### src/hdl/mem_cfg.svh
// Bus widths and SRAM depth of the data-memory subsystem
// Address window that is marked bufferable for port A writes

`ifndef MEM_CFG_SVH
`define MEM_CFG_SVH

////////////////////////////////////////////////////////////////////////////
// Bus geometry
////////////////////////////////////////////////////////////////////////////

// Byte address width
`define ADDR_W 12
// Data word width
`define DATA_W 32

// SRAM depth in words, covers the full byte address range
`define MEM_WORDS 1024

////////////////////////////////////////////////////////////////////////////
// Bufferable window
////////////////////////////////////////////////////////////////////////////

// Inclusive byte bounds, inside the lower (port A) half
`define BUF_BASE 12'h200
`define BUF_LIMIT 12'h3FF

`endif
### src/hdl/mem_pkg.sv
// Request and response structs of the memory bus
// State encoding of the write buffer FSM

package mem_pkg;

  `include "mem_cfg.svh"

  // One request beat as seen on every channel
  typedef struct packed {
    logic [`ADDR_W-1:0]   addr;
    logic                 we;
    logic [`DATA_W/8-1:0] be;
    logic [`DATA_W-1:0]   wdata;
    // Set by the attribute lookup, ignored by the SRAM
    logic                 bufferable;
  } mem_req_t;

  // Read response payload
  typedef struct packed {
    logic [`DATA_W-1:0] rdata;
  } mem_rsp_t;

  // Write buffer occupancy
  typedef enum logic {
    WBUF_EMPTY,
    WBUF_FULL
  } wbuf_state_e;

endpackage

### src/hdl/mem_req_if.sv
// Valid/ready request channel with a one-cycle read response pulse
// Master and slave modports

interface mem_req_if import mem_pkg::*; ();

  // Request direction
  logic     req_valid;
  logic     req_ready;
  mem_req_t req;

  // Response direction, single-cycle pulse one cycle after a read
  logic     rsp_valid;
  mem_rsp_t rsp;

  // Initiator side
  modport master (
    output req_valid,
    output req,
    input  req_ready,
    input  rsp_valid,
    input  rsp
  );

  // Target side
  modport slave (
    input  req_valid,
    input  req,
    output req_ready,
    output rsp_valid,
    output rsp
  );

endinterface

### src/hdl/bus_arbiter.sv
// Round-robin arbiter of two masters onto one slave
// Tracks the owner of each read and routes the response pulse back

module bus_arbiter (
  input  logic      clk,
  input  logic      rst_n,
  mem_req_if.slave  m_a,
  mem_req_if.slave  m_b,
  mem_req_if.master s
);

  logic prio_b_q;
  logic rd_owner_b_q;
  logic gnt_a;
  logic gnt_b;
  logic xfer;

  ////////////////////////////////////////////////////////////////////////////
  // Grant
  ////////////////////////////////////////////////////////////////////////////

  // A wins when alone or when it holds priority
  assign gnt_a = m_a.req_valid && (!m_b.req_valid || !prio_b_q);
  // B takes whatever A does not
  assign gnt_b = m_b.req_valid && !gnt_a;

  // Accepted beat on the slave side
  assign xfer = s.req_valid && s.req_ready;

  ////////////////////////////////////////////////////////////////////////////
  // Priority and read owner
  ////////////////////////////////////////////////////////////////////////////

  always_ff @(posedge clk or negedge rst_n) begin
    if (!rst_n) begin
      // Port A first out of reset
      prio_b_q <= 1'b0;
    end else if (xfer) begin
      // Hand priority to the port that was not just served
      prio_b_q <= gnt_a;
    end
  end

  always_ff @(posedge clk or negedge rst_n) begin
    if (!rst_n) begin
      rd_owner_b_q <= 1'b0;
    end else if (xfer && !s.req.we) begin
      // Only needed for the cycle after the read
      rd_owner_b_q <= gnt_b;
    end
  end

  ////////////////////////////////////////////////////////////////////////////
  // Request mux
  ////////////////////////////////////////////////////////////////////////////

  assign s.req_valid = gnt_a || gnt_b;
  assign s.req       = gnt_a ? m_a.req : m_b.req;

  // Slave ready reaches only the granted port
  assign m_a.req_ready = gnt_a && s.req_ready;
  assign m_b.req_ready = gnt_b && s.req_ready;

  ////////////////////////////////////////////////////////////////////////////
  // Response routing
  ////////////////////////////////////////////////////////////////////////////

  // Pulse goes to the owner only, data is shared
  assign m_a.rsp_valid = s.rsp_valid && !rd_owner_b_q;
  assign m_b.rsp_valid = s.rsp_valid && rd_owner_b_q;
  assign m_a.rsp       = s.rsp;
  assign m_b.rsp       = s.rsp;

endmodule

### src/flat_wrapper.sv
// flat-port wrapper written by rule: the top's interface ports become plain ports
module bus_arbiter_flat 
  (clk, rst_n, m_a_req_valid, m_a_req, m_a_req_ready, m_a_rsp_valid, m_a_rsp, m_b_req_valid, m_b_req, m_b_req_ready, m_b_rsp_valid, m_b_rsp, s_req_valid, s_req, s_req_ready, s_rsp_valid, s_rsp);
  mem_req_if m_a_i ();
  mem_req_if m_b_i ();
  mem_req_if s_i ();
  input  logic clk;
  input  logic rst_n;
  input wire logic [$bits(m_a_i.req_valid)-1:0] m_a_req_valid;
  input wire logic [$bits(m_a_i.req)-1:0] m_a_req;
  output wire logic [$bits(m_a_i.req_ready)-1:0] m_a_req_ready;
  output wire logic [$bits(m_a_i.rsp_valid)-1:0] m_a_rsp_valid;
  output wire logic [$bits(m_a_i.rsp)-1:0] m_a_rsp;
  input wire logic [$bits(m_b_i.req_valid)-1:0] m_b_req_valid;
  input wire logic [$bits(m_b_i.req)-1:0] m_b_req;
  output wire logic [$bits(m_b_i.req_ready)-1:0] m_b_req_ready;
  output wire logic [$bits(m_b_i.rsp_valid)-1:0] m_b_rsp_valid;
  output wire logic [$bits(m_b_i.rsp)-1:0] m_b_rsp;
  output wire logic [$bits(s_i.req_valid)-1:0] s_req_valid;
  output wire logic [$bits(s_i.req)-1:0] s_req;
  input wire logic [$bits(s_i.req_ready)-1:0] s_req_ready;
  input wire logic [$bits(s_i.rsp_valid)-1:0] s_rsp_valid;
  input wire logic [$bits(s_i.rsp)-1:0] s_rsp;
  assign m_a_i.req_valid = m_a_req_valid;
  assign m_a_i.req = m_a_req;
  assign m_a_req_ready = m_a_i.req_ready;
  assign m_a_rsp_valid = m_a_i.rsp_valid;
  assign m_a_rsp = m_a_i.rsp;
  assign m_b_i.req_valid = m_b_req_valid;
  assign m_b_i.req = m_b_req;
  assign m_b_req_ready = m_b_i.req_ready;
  assign m_b_rsp_valid = m_b_i.rsp_valid;
  assign m_b_rsp = m_b_i.rsp;
  assign s_req_valid = s_i.req_valid;
  assign s_req = s_i.req;
  assign s_i.req_ready = s_req_ready;
  assign s_i.rsp_valid = s_rsp_valid;
  assign s_i.rsp = s_rsp;
  bus_arbiter u_core (.clk(clk), .rst_n(rst_n), .m_a(m_a_i), .m_b(m_b_i), .s(s_i));
endmodule
### config.mk
export PLATFORM = sky130hd
export DESIGN_NAME = bus_arbiter_flat
export DESIGN_NICKNAME = d
export VERILOG_FILES = /design/src/hdl/mem_pkg.sv /design/src/hdl/mem_req_if.sv /design/src/hdl/bus_arbiter.sv /design/src/flat_wrapper.sv
export VERILOG_INCLUDE_DIRS = /design/src /design/src/hdl
export SDC_FILE = /design/constraint.sdc
export NUM_CORES = 1
export LEC_CHECK = 0
export CAP_MARGIN = 25
export CORE_AREA = 2 2 100 102
export CTS_BUF_LIST = sky130_fd_sc_hd__clkbuf_16
export CTS_CLUSTER_SIZE = 16
export DETAILED_ROUTE_END_ITERATION = 10
export DIE_AREA = 0 0 102 104
export DONT_BUFFER_PORTS = 1
export PLACE_DENSITY = 0.36
export SYNTH_ARGS = -nofsm -noshare
export SYNTH_HDL_FRONTEND = slang
export SYNTH_SLANG_ARGS = --single-unit
### constraint.sdc
create_clock -name clk -period 1.4 [get_ports clk]
set_input_delay 0.28 -clock clk [delete_from_list [all_inputs] [get_ports clk]]
set_output_delay 0.28 -clock clk [all_outputs]
set_load 0.02 [all_outputs]
==> flow_metrics.py <==
metrics = {
    "finish": {
        "antenna_cells": 0,
        "register_area_um2": 50.05,
        "multi_input_area_um2": 843.3,
        "layout.nets": 221,
        "fill_cells": 1074,
        "final_cell_mix": "50 x mux2_4, 5 x buf_12, 4 x clkbuf_16",
        "final_common_cell": "mux2_4",
        "fin_area_mm2": 0.001386,
        "drive_above_1_share_pct": 86.42,
        "syn_to_final_growth_pct": 13.18,
    },
    "critical_path": {
        "worst_ep_arrival_time_ns": 1.52,
        "max_stage_delay_ns": 0.40,
        "crit_buf_inv": 3,
        "critical_path_class": "reg2out",
        "cp_top_family": "flip-flops",
        "cp.required_ns": 1.12,
        "cp_cell_sequence": "a21boi_4 > buf_12 > buf_12 > buf_16 > mux2_4",
        "worst_path_most_repeated_cell": "buf_12",
        "start_kind": "register",
        "path_max_fanout": 11,
        "cp-end-kind": "output port",
        "cp_slowest_cell": "dfrtp_1",
    },
    "global_routing": {
        "grt_max_degree": 17,
        "grt_antenna_before_repair": 2,
        "grt_first_pass_wirelength_um": 4471,
        "grt_pass1_vias": 734,
        "grt_overflow_total": 0,
        "grtUsageTotal_pct": 5.855,
    },
    "power": {
        "power_density_mw_per_mm2": 935.3,
        "pwr-share-comb_pct": 61.1,
        "p_clk_share_pct": 33.0,
        "total_power_mw": 1.297,
        "internal-power_mw": 0.8306,
        "seqPwrFrac_pct": 5.9,
        "switching_share_pct": 35.95,
        "switchingPower_mw": 0.4661,
        "p_leak_nw": 0.6002,
        "ir_drop_v": 0.0008286,
    },
    "synthesis": {
        "ys_warn_count": 0,
        "syn_inst": 134,
        "synth.cell_area_mm2": 0.001225,
        "synth_nets": 272,
        "yosysUniqueCellTypes": 16,
        "synth-seq-area-share_pct": 4.086,
        "postSynthAreaPerCell_um2": 9.141,
        "synth-seq-cells": 2,
    },
    "timing": {
        "holdWs_ns": 0.1654,
        "fin_crit_ns": 1.801,
        "grt_setup_unrepaired": "true",
        "finClkSkew_ns": 0.001577,
        "worstMarginPinSlew_ns": 0.3994,
        "hold_violations": 0,
        "clock.fmax_ghz": 0.5553,
        "period_share_pct": 128.6,
        "setup_viol": 52,
        "slew_headroom_pct": 73.32,
        "fin_ws_ns": -0.4009,
        "slew_viol_final": 0,
    },
    "cts": {
        "clk_latency_ns": 0.22,
        "cts.path.max_buffers": 2,
        "cts_sinks": 2,
        "path_clk_slew_ns": 0.03,
        "cts_tree": "done",
        "h-tree-depth": 1,
        "clockRootBuffer": "clkbuf_16",
        "cts_buffers": 3,
    },
    "drt": {
        "drtPass1Iterations": 4,
        "wirelength_um": 3984,
        "first_iter_violations": 9,
        "postRouteAntennaNets": 0,
        "avgViaCountPerCell": 3.379,
        "drc": 0,
        "dr_total_vias": 723,
        "wl_per_cell_um": 18.62,
    },
    "placement": {
        "portBuffers": 0,
        "place_congestion": 0.5591,
        "place_ws_ns": -0.1960,
        "post_dp_cell_area_mm2": 0.001082,
        "place.detailed.hpwl_um": 3008,
    },
    "run_status": {
        "status": "finished, violations left",
        "violations": "setup timing",
    },
    "worst_hold_path": {
        "hold_path_class": "in2reg",
    },
    "die": {
        "core_mm2": 0.009549,
        "die_area_mm2": 0.01061,
        "start_util_pct": 12.83,
        "die_y_um": 104,
        "num_rows": 36,
        "die_w_um": 102,
        "pin_count": 257,
    },
    "flow_run": {
        "cap_violations": 0,
    },
}
[through the flow]
| step | std cells | TNS (ns) | utilization, % |
|---|---|---|---|
| floorplan | 134 | -4.802 | - |
| global placement | 200 | -5.361 | 11.33 |
| detailed placement | 200 | -5.787 | 11.33 |
| CTS | 211 | -19.65 | 14.02 |
| global route | 214 | -20.62 | 14.52 |
| finish | 214 | -18.93 | 14.52 |
[worst register-to-register path, stage by stage (launching register included)]
cell and delay [ns]:
dfrtp_1 0.40, a21boi_4 0.16, buf_12 0.13, buf_12 0.11, buf_16 0.12, buf_8 0.11
o21ai_0 0.08
[repair_timing]
item	CTS	global route
hold endpoints to repair	2	0
gates resized for setup	10	2
pin swaps	3	2
hold buffers	1	0
endpoints found under the setup margin	52	52
cloned	3	1
setup buffers	4	2
[cell type report]
cell class / instances / share of cell area, %
multi-input combinational: 62 / 60.83
inverter: 1 / 0.2708
sequential: 2 / 3.610
clock buffer: 3 / 5.415
timing repair buffer: 13 / 17.87
tap: 133 / 12.00
[cell families after synthesis]
group / synth area share [%]
multiplexers: 45.97
buffers and inverters: 43.21
AO/OA/AOI/OAI: 4.086
AND/OR/NAND/NOR: 2.656
flip-flops: 4.086
[routing by layer]
| metal | share of wire [%] | wire length, um | track usage [%] | vias up |
|---|---|---|---|---|
| met5 | 0.55 | 22 | 0 | - |
| met4 | 0.15 | 6 | 1.048 | 4 |
| met3 | 19 | 753 | 4.234 | 8 |
| met2 | 49 | 1958 | 10.43 | 108 |
| met1 | 31 | 1244 | 5.393 | 316 |
| li1 | - | - | - | 287 |
[power groups by stage]
stage                     clock (mW)  combinational (mW)  sequential, mW
after floorplan                    0               0.865          0.0761
after CTS                      0.431               0.777          0.0762
final                          0.428               0.792          0.0766
after detailed placement           0               0.642          0.0776
after global routing           0.443               0.835          0.0770
after global placement             0               0.641          0.0774
[cells in the mapped netlist, drive strengths merged]
master | instances | area share, %
a21boi | 1 | 1.5
a21oi | 1 | 0.41
a31oi | 1 | 0.51
and2 | 2 | 1.0
buf | 69 | 43
dfrtp | 2 | 4.1
inv | 1 | 0.31
mux2 | 50 | 46
nand2 | 1 | 0.31
nor2 | 1 | 0.31
nor2b | 1 | 0.51
o21ai | 2 | 0.82
o21ba | 1 | 0.82
or2 | 1 | 0.51
[registers in the layout (all words and copies together), names as in the netlist]
register / cells
u_core.rd_owner_b_q: 1
u_core.prio_b_q: 1
[worst paths after layout]
kind,startpoint,endpoint,slack (ns),cells after the start
max in group asynchronous,rst_n,u_core.rd_owner_b_q$_DFFE_PN0P_,0.98,1
setup reg to reg,u_core.prio_b_q$_DFFE_PN0P_,u_core.rd_owner_b_q$_DFFE_PN0P_,0.16,6
min in group asynchronous,rst_n,u_core.prio_b_q$_DFFE_PN0P_,0.30,1
setup / recovery,u_core.prio_b_q$_DFFE_PN0P_,s_req[47],-0.40,5
hold / removal,m_b_req_valid,u_core.prio_b_q$_DFFE_PN0P_,0.17,1
hold reg to reg,u_core.rd_owner_b_q$_DFFE_PN0P_,u_core.rd_owner_b_q$_DFFE_PN0P_,0.55,2
(Power assumes the default switching activity.)
