--- config.mk ---
export PLATFORM = sky130hd
export DESIGN_NAME = write_buffer_flat
export DESIGN_NICKNAME = d
export VERILOG_FILES = /design/src/hdl/mem_pkg.sv /design/src/hdl/mem_req_if.sv /design/src/hdl/write_buffer.sv /design/src/flat_wrapper.sv
export VERILOG_INCLUDE_DIRS = /design/src /design/src/hdl
export SDC_FILE = /design/constraint.sdc
export NUM_CORES = 1
export LEC_CHECK = 0
export ABC_CLOCK_PERIOD_IN_PS = 3980
export BUFFER_PORTS_ARGS = -buffer_cell sky130_fd_sc_hd__buf_2
export CAP_MARGIN = 5
export CORE_ASPECT_RATIO = 1.1
export CORE_MARGIN = 2
export CORE_UTILIZATION = 46
export DETAILED_ROUTE_END_ITERATION = 7
export PLACE_DENSITY = 0.86
export SYNTH_ARGS = -nofsm -noshare
export SYNTH_HDL_FRONTEND = slang
export SYNTH_SLANG_ARGS = --single-unit
--- constraint.sdc ---
create_clock -name clk -period 3.98 [get_ports clk]
set_input_delay 0.199 -clock clk [delete_from_list [all_inputs] [get_ports clk]]
set_output_delay 0.199 -clock clk [all_outputs]
set_load 0.05 [all_outputs]
--- src/hdl/mem_cfg.svh ---
// Bus widths and SRAM depth of the data-memory subsystem
// Address window that is marked bufferable for port A writes

`ifndef MEM_CFG_SVH
`define MEM_CFG_SVH

////////////////////////////////////////////////////////////////////////////
// Bus geometry
////////////////////////////////////////////////////////////////////////////

// Byte address width
`define ADDR_W 12
// Data word width
`define DATA_W 32

// SRAM depth in words, covers the full byte address range
`define MEM_WORDS 1024

////////////////////////////////////////////////////////////////////////////
// Bufferable window
////////////////////////////////////////////////////////////////////////////

// Inclusive byte bounds, inside the lower (port A) half
`define BUF_BASE 12'h200
`define BUF_LIMIT 12'h3FF

`endif
--- src/hdl/mem_pkg.sv ---
// Request and response structs of the memory bus
// State encoding of the write buffer FSM

package mem_pkg;

  `include "mem_cfg.svh"

  // One request beat as seen on every channel
  typedef struct packed {
    logic [`ADDR_W-1:0]   addr;
    logic                 we;
    logic [`DATA_W/8-1:0] be;
    logic [`DATA_W-1:0]   wdata;
    // Set by the attribute lookup, ignored by the SRAM
    logic                 bufferable;
  } mem_req_t;

  // Read response payload
  typedef struct packed {
    logic [`DATA_W-1:0] rdata;
  } mem_rsp_t;

  // Write buffer occupancy
  typedef enum logic {
    WBUF_EMPTY,
    WBUF_FULL
  } wbuf_state_e;

endpackage

--- src/hdl/mem_req_if.sv ---
// Valid/ready request channel with a one-cycle read response pulse
// Master and slave modports

interface mem_req_if import mem_pkg::*; ();

  // Request direction
  logic     req_valid;
  logic     req_ready;
  mem_req_t req;

  // Response direction, single-cycle pulse one cycle after a read
  logic     rsp_valid;
  mem_rsp_t rsp;

  // Initiator side
  modport master (
    output req_valid,
    output req,
    input  req_ready,
    input  rsp_valid,
    input  rsp
  );

  // Target side
  modport slave (
    input  req_valid,
    input  req,
    output req_ready,
    output rsp_valid,
    output rsp
  );

endinterface

--- src/hdl/write_buffer.sv ---
// Single-entry write buffer for the load/store port
// Two-state FSM with one held request register

module write_buffer import mem_pkg::*; (
  input  logic      clk,
  input  logic      rst_n,
  mem_req_if.slave  up,
  mem_req_if.master dn
);

  wbuf_state_e state_q;
  wbuf_state_e state_d;
  mem_req_t    held_q;
  logic        push;
  logic        bufferable;

  // Attribute from the lookup stage
  assign bufferable = up.req.bufferable;

  ////////////////////////////////////////////////////////////////////////////
  // FSM
  ////////////////////////////////////////////////////////////////////////////

  always_ff @(posedge clk or negedge rst_n) begin
    if (!rst_n) begin
      state_q <= WBUF_EMPTY;
    end else begin
      state_q <= state_d;
    end
  end

  always_comb begin
    state_d = state_q;
    push    = 1'b0;
    case (state_q)
      WBUF_EMPTY: begin
        // Posted write blocked downstream, take it anyway
        if (up.req_valid && bufferable && !dn.req_ready) begin
          state_d = WBUF_FULL;
          push    = 1'b1;
        end
      end
      WBUF_FULL: begin
        // Held write drains this cycle
        if (dn.req_ready) begin
          if (up.req_valid && bufferable) begin
            // Refill in the same cycle
            push = 1'b1;
          end else begin
            state_d = WBUF_EMPTY;
          end
        end
      end
      default: begin
        state_d = WBUF_EMPTY;
      end
    endcase
  end

  ////////////////////////////////////////////////////////////////////////////
  // Held request
  ////////////////////////////////////////////////////////////////////////////

  always_ff @(posedge clk) begin
    if (push) begin
      held_q <= up.req;
    end
  end

  ////////////////////////////////////////////////////////////////////////////
  // Outputs
  ////////////////////////////////////////////////////////////////////////////

  // When full the held write goes first, else pass-through
  assign dn.req_valid = (state_q == WBUF_FULL) || up.req_valid;
  assign dn.req       = (state_q == WBUF_FULL) ? held_q : up.req;

  // Full buffer frees a slot only for another posted write
  assign up.req_ready = (state_q == WBUF_FULL) ? (bufferable && dn.req_ready)
                                               : (bufferable || dn.req_ready);

  // Buffered writes produce no response, so reads map one to one
  assign up.rsp_valid = dn.rsp_valid;
  assign up.rsp       = dn.rsp;

endmodule

--- src/flat_wrapper.sv ---
// flat-port wrapper written by rule: the top's interface ports become plain ports
module write_buffer_flat import mem_pkg::*;
  (clk, rst_n, up_req_valid, up_req, up_req_ready, up_rsp_valid, up_rsp, dn_req_valid, dn_req, dn_req_ready, dn_rsp_valid, dn_rsp);
  mem_req_if up_i ();
  mem_req_if dn_i ();
  input  logic clk;
  input  logic rst_n;
  input wire logic [$bits(up_i.req_valid)-1:0] up_req_valid;
  input wire logic [$bits(up_i.req)-1:0] up_req;
  output wire logic [$bits(up_i.req_ready)-1:0] up_req_ready;
  output wire logic [$bits(up_i.rsp_valid)-1:0] up_rsp_valid;
  output wire logic [$bits(up_i.rsp)-1:0] up_rsp;
  output wire logic [$bits(dn_i.req_valid)-1:0] dn_req_valid;
  output wire logic [$bits(dn_i.req)-1:0] dn_req;
  input wire logic [$bits(dn_i.req_ready)-1:0] dn_req_ready;
  input wire logic [$bits(dn_i.rsp_valid)-1:0] dn_rsp_valid;
  input wire logic [$bits(dn_i.rsp)-1:0] dn_rsp;
  assign up_i.req_valid = up_req_valid;
  assign up_i.req = up_req;
  assign up_req_ready = up_i.req_ready;
  assign up_rsp_valid = up_i.rsp_valid;
  assign up_rsp = up_i.rsp;
  assign dn_req_valid = dn_i.req_valid;
  assign dn_req = dn_i.req;
  assign dn_i.req_ready = dn_req_ready;
  assign dn_i.rsp_valid = dn_rsp_valid;
  assign dn_i.rsp = dn_rsp;
  write_buffer u_core (.clk(clk), .rst_n(rst_n), .up(up_i), .dn(dn_i));
endmodule
==> flow_metrics.env, run 1 <==
export IMPL_outcome="finished clean"
export IMPL_worstMarginPinSlew_ns=1.15
export IMPL_power_switching_share=0.321
export IMPL_diodes=0
export IMPL_finalSetupViolCount=0
export IMPL_die_w_um=76.8
export IMPL_area_growth_pct=13.6
export IMPL_arrival_ns=2.06
export IMPL_clock_insertion_delay_worst_skew_ns=0.29
export IMPL_fin_crit_sh=0.567
export IMPL_nets=311
export IMPL_grt_pass1_vias=1441
export IMPL_crit_fanout=53
export IMPL_overflow=0
export IMPL_synth_nets=236
export IMPL_dr_pass1_iters=3
export IMPL_drt_initial_drc_count=28
export IMPL_ys_warn_count=0
export IMPL_clk_pin_slew_ns=0.09
export IMPL_fin_tns_setup_ns=0
export IMPL_synth_top_area_frac=0.560
export IMPL_final_max_slew_viol_count=0
export IMPL_powerDensity_nw_per_um2=420
export IMPL_period_minus_slack_ns=2.26
export IMPL_yosys_top_cells_area="edfxtp_1 56%, mux2_4 26%, buf_4 9.2%"
export IMPL_routabilityCongestion=0.652
export IMPL_final_cells=302
export IMPL_power_frac_comb=0.301
export IMPL_synth_cells=149
export IMPL_p_seq_frac=0.487
export IMPL_cts_tree="yes"
export IMPL_ios=172
export IMPL_fmax_mhz=443
export IMPL_clock_skew_ns=0.00744
export IMPL_cts_buffer_depth=2
export IMPL_num_fill_cells=461
export IMPL_cts_buffers_inserted=5
export IMPL_worstSetupPathType="flip-flop to output port"
export IMPL_drc=0
export IMPL_cts_sinks=51
export IMPL_die_h_um=84.1
export IMPL_crit_path_start_kind="flip-flop"
export IMPL_relSlewSlack=0.235
export IMPL_ys_seq_elements=51
export IMPL_worstSetupEndpointType="output port"
export IMPL_htreeDepth=2
export IMPL_cp_required_ns=3.78
export IMPL_root_buffer="clkbuf_8"
export IMPL_grt_pass1_wl_mm=6.80
export IMPL_grt_max_degree=54
export IMPL_power_switching_mw=0.411
export IMPL_die_area_um2=6450
export IMPL_drive_above_1_share=0.733
export IMPL_hold_viol_final=0
export IMPL_syn_cell_area_um2=2680
export IMPL_internal_power_mw=0.869
export IMPL_drt_total_wl_mm=4.28
export IMPL_regArea_um2=1530
export IMPL_core_region_area_um2=5700
export IMPL_multi_input_area_um2=792
export IMPL_antenna_found_initial=0
export IMPL_place_hpwl_mm=3.09
export IMPL_ys_seq_area_frac=0.570
export IMPL_maxCapViolCount=0
export IMPL_synth_top_area_cell="edfxtp_1"
export IMPL_synth_distinct_cells=15
export IMPL_vias_per_cell=4.66
export IMPL_wire_per_inst_um=14.2
export IMPL_layout_commonest_cell="buf_2"
export IMPL_p_leak_nw=1.32
export IMPL_grt_usage=0.134
export IMPL_hold_path_class="input pin to flip-flop"
export IMPL_initial_core_util=0.470
export IMPL_fp_row_count=29
export IMPL_dp_cells=293
export IMPL_ant_nets=0
export IMPL_clkPwrFrac=0.212
export IMPL_dr_total_vias=1408
export IMPL_io_buffers=105
export IMPL_max_vdd_ir_drop_mv=0.227
export IMPL_rsz0062_at_grt="false"
export IMPL_cts_resized=0
export IMPL_mostFrequentLayoutCells="105 x buf_2, 50 x edfxtp_1, 47 x mux2_4"
export IMPL_avgSynthCellArea_um2=18.0
-- Yosys cell counts --
| master | n |
|---|---|
| and2_1 | 2 |
| buf_12 | 5 |
| buf_4 | 33 |
| buf_6 | 1 |
| dfrtp_1 | 1 |
| edfxtp_1 | 50 |
| inv_1 | 1 |
| maj3_2 | 1 |
| mux2_2 | 3 |
| mux2_4 | 47 |
| nand2_1 | 1 |
| nor2_1 | 1 |
| o21ai_0 | 1 |
| or2_2 | 1 |
| xnor2_1 | 1 |
-- kinds of logic after synthesis --
group | count (synthesis) | synth area share
AO/OA/AOI/OAI | 1 | 0.00187
multiplexers | 50 | 0.276
AND/OR/NAND/NOR | 5 | 0.00980
adder cells (fa/ha/maj) | 1 | 0.00420
flip-flops | 51 | 0.570
buffers and inverters | 40 | 0.135
XOR/XNOR | 1 | 0.00327
-- path summary, 6_finish.rpt --
check | endpoint | start | slack (ns) | depth (start not counted)
setup / recovery | dn_req[47] | u_core.state_q | 1.72 | 3
hold / removal | u_core.held_q[45] | up_req[45] | 0.09 | 1
setup reg to reg | u_core.held_q[41] | u_core.state_q | 2.02 | 2
hold reg to reg | u_core.held_q[0] | u_core.state_q | 1.34 | 2
max in group asynchronous | u_core.state_q | rst_n | 3.66 | 2
min in group asynchronous | u_core.state_q | rst_n | 0.22 | 2
-- what timing repair did --
item / in CTS / in global routing
setup endpoints to repair: 0 / 0
endpoints found under the hold margin: 1 / 0
hold buffers: 1 / 0
setup buffers: 0 / 0
-- area by class of cell --
cell class,count,area share
clock inverter,2,0.00247
multi-input combinational,58,0.260
sequential,51,0.502
inverter,1,0.00123
clock buffer,6,0.0238
timing repair buffer,107,0.178
tap,77,0.0316
-- sequential cells by signal, indices dropped and copies added, names as in the netlist --
name and count:
u_core.state_q 1, u_core.held_q 50
-- power by group through the flow --
stage               clock network [mW]  logic, mW  registers, mW
floorplan                            0      0.414          0.633
global placement                     0      0.383          0.634
detailed placement                   0      0.387          0.636
CTS                              0.286      0.389          0.624
global route                     0.305      0.402          0.626
finish                           0.272      0.385          0.623
-- through the flow --
stage / hold slack [ns] / area, um2 / power, mW / worst slack, ns / utilization
after floorplan: -0.0966 / 2680 / 1.05 / 1.70 / -
after global placement: -0.0242 / 2960 / 1.02 / 2.06 / 0.519
after detailed placement: -0.0246 / 2960 / 1.02 / 2.03 / 0.519
after CTS: 0.0733 / 3050 / 1.30 / 1.69 / 0.535
after global routing: 0.0668 / 3050 / 1.33 / 1.62 / 0.535
final: 0.0907 / 3050 / 1.28 / 1.72 / 0.535
-- per-layer routing --
layer | GRT usage | up-vias | wire length (um) | part of all wire
met5 | 0 | - | 0 | 0
met4 | 0.0760 | 0 | 156 | 0.036
met3 | 0.0379 | 23 | 334 | 0.078
met2 | 0.227 | 69 | 2130 | 0.50
met1 | 0.151 | 653 | 1650 | 0.39
li1 | - | 663 | - | -
-- worst max-delay path, cell delays in order (launching register included) --
cell	delay, ns
dfrtp_4	0.42
buf_4	0.70
mux2_2	0.41
buf_2	0.21
Note: power is estimated with default switching activity, not from simulation.
==> run 2: changes to the inputs <==
ABC_CLOCK_PERIOD_IN_PS = 2200   (was 3980)
CORE_UTILIZATION = 43   (was 46)
PLACE_DENSITY = 0.81   (was 0.86)
clock period = 2.2 ns   (was 3.98 ns; I/O delays follow)
==> run 2 against run 1 <==
Net effect: design area rose by 17%; sequential share of layout area fell by 7.4 points; global-route usage rose by 1.1 points; clock skew fell by 0.0019 ns; worst setup slack got worse by 1.4 ns; first-iteration DRC count rose by 130%; critical path type unchanged; critical endpoint unchanged.
==> flow_metrics.env, run 2 (same netlist as run 1, synthesis figures left out) <==
export IMPL_root_buffer="clkbuf_8"
export IMPL_crit_path_start_kind="flip-flop"
export IMPL_ctsHoldBuffers=43
export IMPL_drt_total_wl_mm=5.27
export IMPL_cts_buffer_depth=2
export IMPL_finalSetupViolCount=0
export IMPL_fmax_mhz=524
export IMPL_hp_start="up_req[11]"
export IMPL_reg_largest_list="u_core.held_q x50, u_core.state_q x1"
export IMPL_io_buffers=105
export IMPL_clk_pin_slew_ns=0.09
export IMPL_die_area_um2=6880
export IMPL_drt_initial_drc_count=63
export IMPL_grt_max_degree=44
export IMPL_maxCapViolCount=0
export IMPL_hold_path_class="input pin to flip-flop"
export IMPL_wire_per_inst_um=14.9
export IMPL_worstSetupPathType="flip-flop to output port"
export IMPL_rsz0062_at_grt="false"
export IMPL_overflow=0
export IMPL_die_h_um=86.8
export IMPL_regMostFlops="u_core.held_q"
export IMPL_worstMarginPinSlew_ns=0.335
export IMPL_arrival_ns=1.80
export IMPL_cts_buffers_inserted=5
export IMPL_dpl_worst_slack_ns=0.615
export IMPL_clock_skew_ns=0.00552
export IMPL_cts_setup_buffers=0
export IMPL_worstSetupEndpointType="output port"
export IMPL_hold_viol_final=0
export IMPL_timing_final_ws_setup_ns=0.291
export IMPL_antenna_found_initial=0
export IMPL_vias_per_cell=4.53
export IMPL_worst_r2r_setup_slack_ns=0.63
export IMPL_grt_pass1_wl_mm=7.54
export IMPL_dr_total_vias=1602
export IMPL_whs_endpoint="u_core.held_q[11]"
export IMPL_grt_usage=0.145
export IMPL_p_leak_nw=1.55
export IMPL_die_w_um=79.3
export IMPL_drc=0
export IMPL_r2r_start="u_core.state_q"
export IMPL_fin_crit_sh=0.868
export IMPL_cts_resized=0
export IMPL_max_vdd_ir_drop_mv=0.440
export IMPL_initial_core_util=0.441
export IMPL_ios=172
export IMPL_nets=360
export IMPL_outcome="finished clean"
export IMPL_core_region_area_um2=6080
export IMPL_powerDensity_nw_per_um2=706
export IMPL_relSlewSlack=0.777
export IMPL_cts_sinks=51
export IMPL_mostFrequentLayoutCells="105 x buf_2, 50 x edfxtp_1, 48 x dlygate4sd3_1"
export IMPL_area_growth_pct=33.4
export IMPL_drive_above_1_share=0.617
export IMPL_dr_pass1_iters=3
export IMPL_grt_pass1_vias=1594
export IMPL_layout_commonest_cell="buf_2"
export IMPL_crit_fanout=43
export IMPL_routabilityCongestion=0.730
export IMPL_largest_register_ffs=50
export IMPL_ant_nets=0
export IMPL_htreeDepth=2
export IMPL_cts_tree="yes"
export IMPL_fp_row_count=30
export IMPL_worstReg2RegEnd="u_core.held_q[45]"
export IMPL_diodes=0
export IMPL_r2r_cells=3
export IMPL_clock_insertion_delay_worst_skew_ns=0.29
export IMPL_period_minus_slack_ns=1.91
export IMPL_fin_tns_setup_ns=0
export IMPL_final_max_slew_viol_count=0
export IMPL_cp_required_ns=2.09
export IMPL_min_path_cells=1
## run 2: power breakdown
part	internal, mW	switching [mW]	total (mW)
clock	0.333	0.291	0.625
sequential	1.12	0.0199	1.14
combinational	0.296	0.469	0.764
## run 2: layer usage
layer,share of wire,vias to the layer above,GRT usage
met5,0,-,0
met1,0.39,765,0.156
met3,0.053,16,0.0385
met4,0.021,0,0.0815
met2,0.54,64,0.258
li1,-,757,-
## run 2: worst max-delay path: stages, from the launching register on
cell	delay [ns]
dfrtp_4	0.57
buf_12	0.33
mux2_2	0.37
buf_2	0.21
## run 2: worst max path at each step
stage | startpoint | endpoint | slack, ns
2_1_floorplan | u_core.state_q | up_req_ready | 0.33
3_3_place_gp | u_core.state_q | dn_req[47] | 0.62
3_5_place_dp | u_core.state_q | dn_req[47] | 0.62
4_1_cts | u_core.state_q | dn_req[45] | 0.27
5_1_grt | u_core.state_q | dn_req[47] | 0.21
6_report | u_core.state_q | dn_req[47] | 0.29
## run 2: through the flow
step                utilization  power [mW]  hold WS, ns  instance area, um2  instances
floorplan                     -        1.89       -0.186                2680        149
global placement          0.491        1.85       -0.109                2990        298
detailed placement        0.491        1.86       -0.111                2990        298
CTS                       0.580        2.55     0.000107                3520        349
global route              0.588        2.62      0.00215                3570        354
finish                    0.588        2.52       0.0179                3570        354
## run 2: cell type report
class / count / area (um2)
multi-input cells: 58 / 792
flip-flops and latches: 51 / 1530
clock inverters: 3 / 38.8
clock buffers: 5 / 68.8
fillers: 492 / 2510
repair buffers: 156 / 1040
inverters: 1 / 3.75
well taps: 80 / 100
